===== config.mk =====
export PLATFORM = sky130hd
export DESIGN_NAME = decode_top
export DESIGN_NICKNAME = d
export VERILOG_FILES = /design/src/source/decode_pkg.sv /design/src/source/insn_classifier.sv /design/src/source/ctrl_gen.sv /design/src/source/decode_pipe.sv /design/src/source/decode_top.sv
export VERILOG_INCLUDE_DIRS = /design/src /design/src/source
export SDC_FILE = /design/constraint.sdc
export NUM_CORES = 1
export LEC_CHECK = 0
export BUFFER_PORTS_ARGS = -buffer_cell sky130_fd_sc_hd__buf_2
export CAP_MARGIN = 10
export CORE_ASPECT_RATIO = 1.25
export CORE_UTILIZATION = 50
export DETAILED_ROUTE_END_ITERATION = 16
export MAX_ROUTING_LAYER = met4
export PLACE_DENSITY = 0.79
export SLEW_MARGIN = 20
export SYNTH_ARGS = -nofsm -noshare
export SYNTH_HDL_FRONTEND = slang
export SYNTH_HIERARCHICAL = 1
export SYNTH_SLANG_ARGS = --single-unit

===== constraint.sdc =====
create_clock -name clk -period 4.6 [get_ports clk]
set_input_delay 0.46 -clock clk [delete_from_list [all_inputs] [get_ports clk]]
set_output_delay 0.46 -clock clk [all_outputs]
set_load 0.01 [all_outputs]

===== src/source/decode_consts.svh =====
// Instruction field positions, widths and pipeline constants for the decode stage, included by its sources
`ifndef DECODE_CONSTS_SVH
`define DECODE_CONSTS_SVH

`define DEC_XLEN      32    // Instruction and PC width
`define DEC_REG_W     5     // Register index
`define DEC_SRC_W     6     // Source select, one bit wider so it can name the PC
`define DEC_SRC_PC    6'd32 // Source select value that means "use the PC"
`define DEC_IMM_W     16
`define DEC_IDX_W     26    // J / JAL target index
`define DEC_OP_W      6     // Decoded opcode enum width
`define DEC_ALU_W     5     // ALU operation width

// Link value added to the PC by JAL and JALR
`define DEC_LINK_OFS  16'd4
`define DEC_LINK_REG  5'd31

// Execute stage buffer depth and the width of the counter that tracks it
`define DEC_CREDITS   4
`define DEC_CRED_W    3

// Bit positions inside the instruction word
`define DEC_OPC_MSB   31
`define DEC_OPC_LSB   26
`define DEC_RS_MSB    25
`define DEC_RS_LSB    21
`define DEC_RT_MSB    20
`define DEC_RT_LSB    16
`define DEC_RD_MSB    15
`define DEC_RD_LSB    11
`define DEC_SA_MSB    10
`define DEC_SA_LSB    6
`define DEC_FN_MSB    5
`define DEC_FN_LSB    0

`endif


===== src/source/decode_pkg.sv =====
// Opcode, ALU and jump enums plus the control structs shared by the decode RTL and its testbench
`include "decode_consts.svh"

package decode_pkg;

	// One value per supported instruction
	typedef enum logic [`DEC_OP_W-1:0] {
		OP_NOP, OP_UNDEF,
		OP_ADD, OP_ADDU, OP_SUB, OP_SUBU, OP_AND, OP_OR, OP_XOR, OP_NOR, OP_SLT, OP_SLTU,
		OP_SLL, OP_SRL, OP_SRA, OP_SLLV, OP_SRLV, OP_SRAV,
		OP_ADDIU, OP_SLTI, OP_SLTIU, OP_ANDI, OP_ORI, OP_XORI, OP_LUI,
		OP_BEQ, OP_BNE, OP_BLEZ, OP_BGTZ, OP_BLTZ, OP_BGEZ,
		OP_J, OP_JAL, OP_JR, OP_JALR,
		OP_LB, OP_LBU, OP_LW, OP_SB, OP_SW
	} op_e;

	// Encodings as the execute stage ALU expects them
	typedef enum logic [`DEC_ALU_W-1:0] {
		ALU_SLL       = 5'b00000,
		ALU_SRL       = 5'b00001,
		ALU_SRA       = 5'b00010,
		ALU_ADD       = 5'b01000,
		ALU_ADDU      = 5'b01001,
		ALU_SUB       = 5'b01010, // SUBU shares it
		ALU_AND       = 5'b01100,
		ALU_OR        = 5'b01101,
		ALU_XOR       = 5'b01110,
		ALU_NOR       = 5'b01111,
		ALU_SLT       = 5'b10000,
		ALU_SLTU      = 5'b10001,
		ALU_LUI       = 5'b10010,
		ALU_BEQ       = 5'b10011,
		ALU_BLTZ_BGEZ = 5'b10100, // Pair told apart by which operand carries rs
		ALU_BNE       = 5'b10101,
		ALU_BLEZ_BGTZ = 5'b10110
	} alu_op_e;

	typedef enum logic [1:0] {
		JMP_NONE  = 2'd0,
		JMP_INDEX = 2'd1, // PC region plus 26-bit index
		JMP_REG   = 2'd2  // Target from src2
	} jump_e;

	typedef struct packed {
		logic en;
		logic write;     // Store when set, else load
		logic byte_mode; // Byte access, else word
		logic sign_ext;  // Sign extend loaded byte
	} mem_ctrl_t;

	typedef struct packed {
		logic en;
		logic from_alu; // Clear means result comes from memory
	} wb_ctrl_t;

	typedef struct packed {
		logic [`DEC_XLEN-1:0] insn;
		logic [`DEC_XLEN-1:0] pc;
	} dec_in_t;

	// Control word handed to execute
	typedef struct packed {
		op_e                   op;
		logic [`DEC_SRC_W-1:0] src1;
		logic [`DEC_SRC_W-1:0] src2;
		logic [`DEC_REG_W-1:0] dst;
		logic [`DEC_IMM_W-1:0] imm;   // Raw, execute does the extension
		alu_op_e               alu_op;
		logic                  b_imm; // ALU B input from imm instead of src2
		mem_ctrl_t             mem;
		wb_ctrl_t              wb;
		jump_e                 jump;
		logic [`DEC_IDX_W-1:0] idx;
		logic [`DEC_XLEN-1:0]  pc;
	} dec_ctrl_t;

endpackage


===== src/source/insn_classifier.sv =====
// Combinational decode of a raw instruction word into the opcode enum, used between the two decode stages
`timescale 1ns/1ps
`include "decode_consts.svh"

module insn_classifier
	import decode_pkg::*;
(
	input  logic [`DEC_XLEN-1:0] insn,
	output op_e                  op
);

	logic [5:0]            opc;
	logic [`DEC_REG_W-1:0] rt;
	logic [`DEC_REG_W-1:0] rd;
	logic [`DEC_REG_W-1:0] sa;
	logic [5:0]            fn;

	assign opc = insn[`DEC_OPC_MSB:`DEC_OPC_LSB];
	assign rt  = insn[`DEC_RT_MSB:`DEC_RT_LSB];
	assign rd  = insn[`DEC_RD_MSB:`DEC_RD_LSB];
	assign sa  = insn[`DEC_SA_MSB:`DEC_SA_LSB];
	assign fn  = insn[`DEC_FN_MSB:`DEC_FN_LSB];

	always_comb
	begin
		op = OP_UNDEF; // Anything not matched below
		case (opc)
			6'h00:
			begin
				// SPECIAL group, selected by funct
				case (fn)
					// SLL with nothing to shift into is a NOP, whatever rs holds
					6'h00: op = (rt == '0 && rd == '0 && sa == '0) ? OP_NOP : OP_SLL;
					6'h02: op = OP_SRL;
					6'h03: op = OP_SRA;
					6'h04: op = OP_SLLV;
					6'h06: op = OP_SRLV;
					6'h07: op = OP_SRAV;
					6'h08: op = OP_JR;
					6'h09: op = OP_JALR;
					6'h20: op = OP_ADD;
					6'h21: op = OP_ADDU;
					6'h22: op = OP_SUB;
					6'h23: op = OP_SUBU;
					6'h24: op = OP_AND;
					6'h25: op = OP_OR;
					6'h26: op = OP_XOR;
					6'h27: op = OP_NOR;
					6'h2a: op = OP_SLT;
					6'h2b: op = OP_SLTU;
					default: op = OP_UNDEF; // MUL/DIV/HI/LO land here
				endcase
			end
			6'h01:
			begin
				// REGIMM, rt picks the branch
				if (rt == 5'd0)
					op = OP_BLTZ;
				else if (rt == 5'd1)
					op = OP_BGEZ;
			end
			6'h02: op = OP_J;
			6'h03: op = OP_JAL;
			6'h04: op = OP_BEQ;
			6'h05: op = OP_BNE;
			6'h06: op = OP_BLEZ;
			6'h07: op = OP_BGTZ;
			6'h09: op = OP_ADDIU;
			6'h0a: op = OP_SLTI;
			6'h0b: op = OP_SLTIU;
			6'h0c: op = OP_ANDI;
			6'h0d: op = OP_ORI;
			6'h0e: op = OP_XORI;
			6'h0f: op = OP_LUI;
			6'h20: op = OP_LB;
			6'h23: op = OP_LW;
			6'h24: op = OP_LBU;
			6'h28: op = OP_SB;
			6'h2b: op = OP_SW;
			default: op = OP_UNDEF; // SH and MUL opcodes included
		endcase
	end

	// A known word from stage 1 must always classify to a known opcode
	a_op_known: assert property (@(insn) !$isunknown(insn) |-> !$isunknown(op))
		else $error("insn_classifier: unknown opcode for insn %h", insn);

endmodule


===== src/source/ctrl_gen.sv =====
// Combinational build of the execute control word from the decoded opcode and the stage 1 word
`timescale 1ns/1ps
`include "decode_consts.svh"

module ctrl_gen
	import decode_pkg::*;
(
	input  op_e       op,
	input  dec_in_t   in_data,
	output dec_ctrl_t ctrl
);

	logic [`DEC_SRC_W-1:0] rs_sel; // Register fields widened to source select
	logic [`DEC_SRC_W-1:0] rt_sel;
	logic [`DEC_REG_W-1:0] rt;
	logic [`DEC_REG_W-1:0] rd;
	logic [`DEC_IMM_W-1:0] imm16;
	logic [`DEC_IMM_W-1:0] shamt; // Shift amount placed in the immediate

	assign rt     = in_data.insn[`DEC_RT_MSB:`DEC_RT_LSB];
	assign rd     = in_data.insn[`DEC_RD_MSB:`DEC_RD_LSB];
	assign rs_sel = {1'b0, in_data.insn[`DEC_RS_MSB:`DEC_RS_LSB]};
	assign rt_sel = {1'b0, rt};
	assign imm16  = in_data.insn[`DEC_IMM_W-1:0];
	assign shamt  = {{(`DEC_IMM_W-`DEC_REG_W){1'b0}}, in_data.insn[`DEC_SA_MSB:`DEC_SA_LSB]};

	// ALU operation per opcode
	function automatic alu_op_e alu_of(input op_e o);
		case (o)
			OP_SRL, OP_SRLV:                    return ALU_SRL;
			OP_SRA, OP_SRAV:                    return ALU_SRA;
			OP_ADD, OP_LB, OP_LBU, OP_LW,
			OP_SB, OP_SW, OP_ADDIU:             return ALU_ADD; // Address add for memory ops
			OP_ADDU, OP_J, OP_JAL, OP_JALR:     return ALU_ADDU; // Link is PC + 4
			OP_SUB, OP_SUBU:                    return ALU_SUB;
			OP_AND, OP_ANDI:                    return ALU_AND;
			OP_OR, OP_ORI:                      return ALU_OR;
			OP_XOR, OP_XORI:                    return ALU_XOR;
			OP_NOR:                             return ALU_NOR;
			OP_SLT, OP_SLTI:                    return ALU_SLT;
			OP_SLTU, OP_SLTIU:                  return ALU_SLTU;
			OP_LUI:                             return ALU_LUI;
			OP_BEQ:                             return ALU_BEQ;
			OP_BNE:                             return ALU_BNE;
			OP_BLEZ, OP_BGTZ:                   return ALU_BLEZ_BGTZ;
			OP_BLTZ, OP_BGEZ:                   return ALU_BLTZ_BGEZ;
			default:                            return ALU_SLL; // SLL, SLLV, JR, NOP, UNDEF
		endcase
	endfunction

	always_comb
	begin
		// Quiet word, no enables
		ctrl        = '0;
		ctrl.op     = op;
		ctrl.pc     = in_data.pc; // PC always rides along
		ctrl.alu_op = alu_of(op);
		ctrl.jump   = JMP_NONE;

		case (op)
			OP_ADD, OP_ADDU, OP_SUB, OP_SUBU, OP_AND, OP_OR, OP_XOR, OP_NOR,
			OP_SLT, OP_SLTU, OP_SLLV, OP_SRLV, OP_SRAV:
			begin
				ctrl.src1 = rs_sel;
				ctrl.src2 = rt_sel;
				ctrl.dst  = rd;
				ctrl.wb   = '{en: 1'b1, from_alu: 1'b1};
			end
			OP_SLL, OP_SRL, OP_SRA:
			begin
				ctrl.src1  = rt_sel; // Value to shift
				ctrl.dst   = rd;
				ctrl.imm   = shamt;
				ctrl.b_imm = 1'b1;
				ctrl.wb    = '{en: 1'b1, from_alu: 1'b1};
			end
			OP_ADDIU, OP_SLTI, OP_SLTIU, OP_ANDI, OP_ORI, OP_XORI, OP_LUI:
			begin
				ctrl.src1  = (op == OP_LUI) ? '0 : rs_sel; // LUI has no register input
				ctrl.dst   = rt;
				ctrl.imm   = imm16;
				ctrl.b_imm = 1'b1;
				ctrl.wb    = '{en: 1'b1, from_alu: 1'b1};
			end
			OP_BEQ, OP_BNE:
			begin
				ctrl.src1 = rs_sel;
				ctrl.src2 = rt_sel;
				ctrl.imm  = imm16;
			end
			OP_BLEZ, OP_BLTZ:
			begin
				ctrl.src1 = rs_sel; // rs on A side
				ctrl.imm  = imm16;
			end
			OP_BGTZ, OP_BGEZ:
			begin
				ctrl.src2 = rs_sel; // rs on B side flips the compare
				ctrl.imm  = imm16;
			end
			OP_J:
			begin
				ctrl.jump = JMP_INDEX;
				ctrl.idx  = in_data.insn[`DEC_IDX_W-1:0];
			end
			OP_JAL, OP_JALR:
			begin
				// Link value PC + 4 computed by the ALU
				ctrl.src1  = `DEC_SRC_PC;
				ctrl.imm   = `DEC_LINK_OFS;
				ctrl.b_imm = 1'b1;
				ctrl.wb    = '{en: 1'b1, from_alu: 1'b1};
				if (op == OP_JAL)
				begin
					ctrl.dst  = `DEC_LINK_REG;
					ctrl.jump = JMP_INDEX;
					ctrl.idx  = in_data.insn[`DEC_IDX_W-1:0];
				end
				else
				begin
					ctrl.src2 = rs_sel; // Jump target register
					ctrl.dst  = rd;
					ctrl.jump = JMP_REG;
				end
			end
			OP_JR:
			begin
				ctrl.src2 = rs_sel;
				ctrl.jump = JMP_REG;
			end
			OP_LB, OP_LBU, OP_LW:
			begin
				ctrl.src1  = rs_sel; // Base
				ctrl.dst   = rt;
				ctrl.imm   = imm16;  // Offset
				ctrl.b_imm = 1'b1;
				ctrl.mem   = '{en: 1'b1, write: 1'b0, byte_mode: (op != OP_LW),
				               sign_ext: (op == OP_LB)};
				ctrl.wb    = '{en: 1'b1, from_alu: 1'b0};
			end
			OP_SB, OP_SW:
			begin
				ctrl.src1  = rs_sel;
				ctrl.src2  = rt_sel; // Store data
				ctrl.imm   = imm16;
				ctrl.b_imm = 1'b1;
				ctrl.mem   = '{en: 1'b1, write: 1'b1, byte_mode: (op == OP_SB), sign_ext: 1'b0};
			end
			default:
			begin
				// NOP and UNDEF keep the quiet word
			end
		endcase
	end

endmodule


===== src/source/decode_pipe.sv =====
// Two-stage decode pipeline with valid/ready input and credit flow control toward execute
`timescale 1ns/1ps
`include "decode_consts.svh"

module decode_pipe
	import decode_pkg::*;
(
	input  logic      clk,
	input  logic      rst_n,
	input  logic      in_valid,
	input  dec_in_t   in_data,
	output logic      in_ready,
	output dec_in_t   s1_data,    // To the classifier and control generator
	input  dec_ctrl_t next_ctrl,  // Decoded word for the stage 1 entry
	input  logic      credit_ret, // One pulse per slot freed downstream
	output logic      out_valid,
	output dec_ctrl_t out_ctrl
);

	logic                   s1_valid;
	logic                   s2_valid;
	dec_in_t                s1_q;
	dec_ctrl_t              s2_q;
	logic [`DEC_CRED_W-1:0] credits;  // Free slots in the execute buffer
	logic                   s2_free;  // Stage 2 can take a new word this cycle
	logic                   in_fire;

	assign out_valid = s2_valid && (credits != '0);
	assign out_ctrl  = s2_q;
	assign s1_data   = s1_q;

	// Stage 2 empties when it is empty already or sends this cycle
	assign s2_free  = !s2_valid || out_valid;
	assign in_ready = !s1_valid || s2_free; // Stage 1 empty or moving on
	assign in_fire  = in_valid && in_ready;

	// Stage 1 holds the raw word
	always_ff @(posedge clk or negedge rst_n)
	begin
		if (!rst_n)
		begin
			s1_valid <= 1'b0;
			s1_q     <= '0;
		end
		else if (in_fire)
		begin
			s1_valid <= 1'b1;
			s1_q     <= in_data;
		end
		else if (s2_free)
			s1_valid <= 1'b0; // Moved to stage 2 with nothing behind it
	end

	// Stage 2 holds the control word until a credit lets it go
	always_ff @(posedge clk or negedge rst_n)
	begin
		if (!rst_n)
		begin
			s2_valid <= 1'b0;
			s2_q     <= '0;
		end
		else if (s2_free)
		begin
			s2_valid <= s1_valid;
			if (s1_valid)
				s2_q <= next_ctrl;
		end
	end

	// Spend on each send, refill on each return, both may happen together
	always_ff @(posedge clk or negedge rst_n)
	begin
		if (!rst_n)
			credits <= `DEC_CRED_W'(`DEC_CREDITS);
		else
			credits <= credits + `DEC_CRED_W'(credit_ret) - `DEC_CRED_W'(out_valid);
	end

	a_credit_max: assert property (@(posedge clk) disable iff (!rst_n)
		credits <= `DEC_CREDITS)
		else $error("decode_pipe: credit count %0d above buffer depth", credits);

	// Spending the last credit with none coming back must stall the next cycle
	a_no_send_at_zero: assert property (@(posedge clk) disable iff (!rst_n)
		out_valid && credits == `DEC_CRED_W'(1) && !credit_ret |=> !out_valid)
		else $error("decode_pipe: send without a credit");

	// Downstream can only free a slot that was filled
	a_no_spurious_ret: assert property (@(posedge clk) disable iff (!rst_n)
		credit_ret |-> credits != `DEC_CRED_W'(`DEC_CREDITS))
		else $error("decode_pipe: credit returned with the count full");

endmodule


===== src/source/decode_top.sv =====
// Top level of the decode stage, joins the pipeline with the classifier and control generator
`timescale 1ns/1ps

module decode_top
	import decode_pkg::*;
(
	input  logic      clk,
	input  logic      rst_n,
	input  logic      in_valid,
	input  dec_in_t   in_data,
	output logic      in_ready,
	output logic      out_valid,
	output dec_ctrl_t out_ctrl,
	input  logic      credit_ret
);

	op_e       op;        // Classified stage 1 instruction
	dec_in_t   s1_data;
	dec_ctrl_t next_ctrl; // Into stage 2

	insn_classifier i_classifier (
		.insn (s1_data.insn),
		.op   (op)
	);

	ctrl_gen i_ctrl_gen (
		.op      (op),
		.in_data (s1_data),
		.ctrl    (next_ctrl)
	);

	decode_pipe i_pipe (
		.clk        (clk),
		.rst_n      (rst_n),
		.in_valid   (in_valid),
		.in_data    (in_data),
		.in_ready   (in_ready),
		.s1_data    (s1_data),
		.next_ctrl  (next_ctrl),
		.credit_ret (credit_ret),
		.out_valid  (out_valid),
		.out_ctrl   (out_ctrl)
	);

endmodule


==> flow_summary.yaml <==
run_status:
  outcome: "finished clean"
drt:
  dr.first_iter.drc_count: 387
  wl_um: 21400
  vias: 6141
  wire_per_inst_um: 19.3
  antenna_left: 0
  drc: 0
  wl_met1_um: 9210
  met2_wirelength_um: 10900
  highest_layer: "met4"
  drtPass1Iterations: 5
  vias_per_cell: 5.53
  wl_met3_um: 775
synthesis:
  synth_edf_count: 0
  synthFlopType: "dfrtp_1"
  yosysSeqAreaShare_pct: 47.9
  ys_types: 71
  ys_async_sr_fraction_pct: 100
  syn_inst: 728
  avgSynthCellArea_um2: 12.9
  ys_ff_latch: 180
  synth_area_um2: 9410
  yosysWarnings: 6
  syn-num-nets: 805
timing:
  hold_violations: 0
  fmax_ghz: 0.229
  slew_violations: 0
  rsz0062_at_grt: "no"
  setup_tns_ps: 0
  finalCritPeriodShare_pct: 95.1
  setup_viol: 0
  fin_crit_ps: 4380
  finClkSkew_ps: 14.5
  tightest_slew_ps: 1040
  relSlewSlack_pct: 30.6
global_routing:
  grt_pass1_wl_um: 34600
  grt_pass1_vias: 6257
  antenna_found_initial: 2
  grt_max_degree: 107
  gr-total-overflow: 0
  grt_usage_pct: 23.4
cells_and_area:
  fin_area_um2: 10700
  fin_nets: 944
  finish.utilization_pct: 58.9
  register_area_um2: 4510
  syn2layout_area_growth_pct: 14.2
  mostFrequentLayoutCells: "179 x dfrtp_1, 179 x buf_2, 90 x mux2_4, 87 x mux2_2, 36 x nor2b_1"
  drive_gt1_share_pct: 48.4
  nFillCells: 1462
  multi_input_area_um2: 4180
  final_cells: 1110
clock_network:
  cts_root_buf: "clkbuf_16"
  clock_sinks: 180
  cts_hold_buf: 0
  ctsResizeCount: 0
  insertion_delay_ps: 430
  cts_tree: "done"
  cts_max_level: 4
  max-clock-path-buffers: 2
  cts_buffers: 17
  clk_pin_slew_ps: 70
  post_cts_buffers: 0
die:
  start_util_pct: 51.6
  pin_count: 181
  die_width_um: 125
  core_um2: 18200
  dieArea_um2: 19400
  rows: 55
  die_y_um: 155
placed_design:
  dp_hpwl_um: 15000
  io_buffers: 180
  place_inst: 1076
  place_congestion: 0.936
  placed_area_um2: 10100
power:
  total_power_mw: 5.74
  peakVddDrop_mv: 0.261
  power.density_nw_per_um2: 534
  p_leak_nw: 5.26
worst_setup_path:
  start_kind: "flop"
  ff2ff_path_depth: 11
  reg2reg_to: "i_pipe/out_ctrl[103]$_DFFE_PN0P_"
  crit_fanout: 13
  end_kind: "flop"
  reg2reg_from: "i_pipe/s1_data[49]$_DFFE_PN0P_"
  worstPathRequired_ps: 4900
  cp.arrival_ps: 4680
  path_class: "flop to flop"
  crit_start: "i_pipe/s1_data[49]$_DFFE_PN0P_"
  ff2ff_setup_slack_ps: 220
  crit_path_end: "i_pipe/out_ctrl[103]$_DFFE_PN0P_"
worst_hold_path:
  min-delay-path-class: "primary input to asynchronous set/reset pin"
flow_run:
  drv_cap: 0
==> layout make-up <==
class / instances / area share (%)
Multi-Input combinational cell: 448 / 38.9
Timing Repair Buffer: 205 / 10.3
Clock buffer: 17 / 3.96
Clock inverter: 15 / 1.68
Antenna cell: 2 / 0.0466
Tap cell: 228 / 2.65
Sequential cell: 180 / 41.9
Inverter: 15 / 0.524
==> report_power, final <==
part           internal (mW)  total, mW  switching (mW)
clock                  0.783       1.48           0.694
sequential              1.95       2.24           0.284
combinational           1.05       2.03           0.981
==> routing by layer <==
metal	GRT usage, %	vias up
met5	-	-
met4	8.84	0
met3	3.99	31
met2	38.2	182
met1	29.3	3092
li1	-	2836
==> state kept, by name, indices dropped and copies added, names as in the netlist <==
| register | cells |
|---|---|
| i_pipe/out_ctrl | 111 |
| i_pipe/s1_data | 64 |
| i_pipe/credits | 3 |
| i_pipe/s1_valid | 1 |
| i_pipe/s2_valid | 1 |
==> worst max-delay path, stage by stage, from the launching register on <==
cell and delay (ps):
dfrtp_1 480, nor4_2 590, nand4_1 240, a222oi_1 380, a211oi_1 110, a211o_1 440
or3_1 440, a21oi_1 160, o211ai_1 220, or4_1 620, a22o_1 300, mux2_4 270
==> through the flow <==
step / setup WS [ps] / hold slack (ps)
6_report: 224 / 38.4
4_1_cts: 352 / 47.6
3_5_place_dp: 397 / 490
3_3_place_gp: 439 / 483
5_1_grt: 81.4 / 80.5
2_1_floorplan: 568 / 164
==> worst min-delay path by stage <==
stage | slack, ps | to | depth (start not counted) | start
2_1_floorplan | 160 | i_pipe/credits[0]$_DFF_PN0_ | 0 | rst_n
3_3_place_gp | 480 | i_pipe/out_ctrl[4]$_DFFE_PN0P_ | 1 | i_pipe/s1_data[4]$_DFFE_PN0P_
3_5_place_dp | 490 | i_pipe/out_ctrl[21]$_DFFE_PN0P_ | 1 | i_pipe/out_ctrl[21]$_DFFE_PN0P_
4_1_cts | 50 | i_pipe/s1_data[26]$_DFFE_PN0P_ | 1 | rst_n
5_1_grt | 80 | i_pipe/s1_data[28]$_DFFE_PN0P_ | 1 | rst_n
6_report | 40 | i_pipe/s1_data[28]$_DFFE_PN0P_ | 1 | rst_n
==> cells in the mapped netlist, drive strengths merged (4+ instances only) <==
cell type  number  share of area (%)
dfrtp         179                 48
mux2          177                 25
buf            63                6.6
nor2b          36                2.4
nor2           29                1.2
nand2          24                1.0
clkbuf         22               0.88
o21ai          20                1.1
a21oi          16               0.85
inv            15               0.60
a22o           14                1.3
and2           13               0.86
nand2b         10               0.66
ha              8                1.1
nor4            7               0.69
o22ai           7               0.47
a211oi          5               0.40
or3             5               0.33
mux2i           4               0.43
nand3b          4               0.32
nor3            4               0.21
nor3b           4               0.32
==> cell families (layout without fill, tap and decap cells) <==
kind of cell / after synthesis / after routing / share of synthesized area [%]
other: 1 / 3 / 0.0398
muxes: 182 / 182 / 25.4
and+or+nand+nor: 151 / 151 / 9.29
AOI/OAI and AO/OA: 100 / 100 / 7.58
xor gates and xnor gates: 5 / 5 / 0.465
DFF: 180 / 180 / 47.9
adders and majority gates: 9 / 9 / 1.28
buffers and inverters: 100 / 252 / 8.07
(Power assumes the default switching activity.)
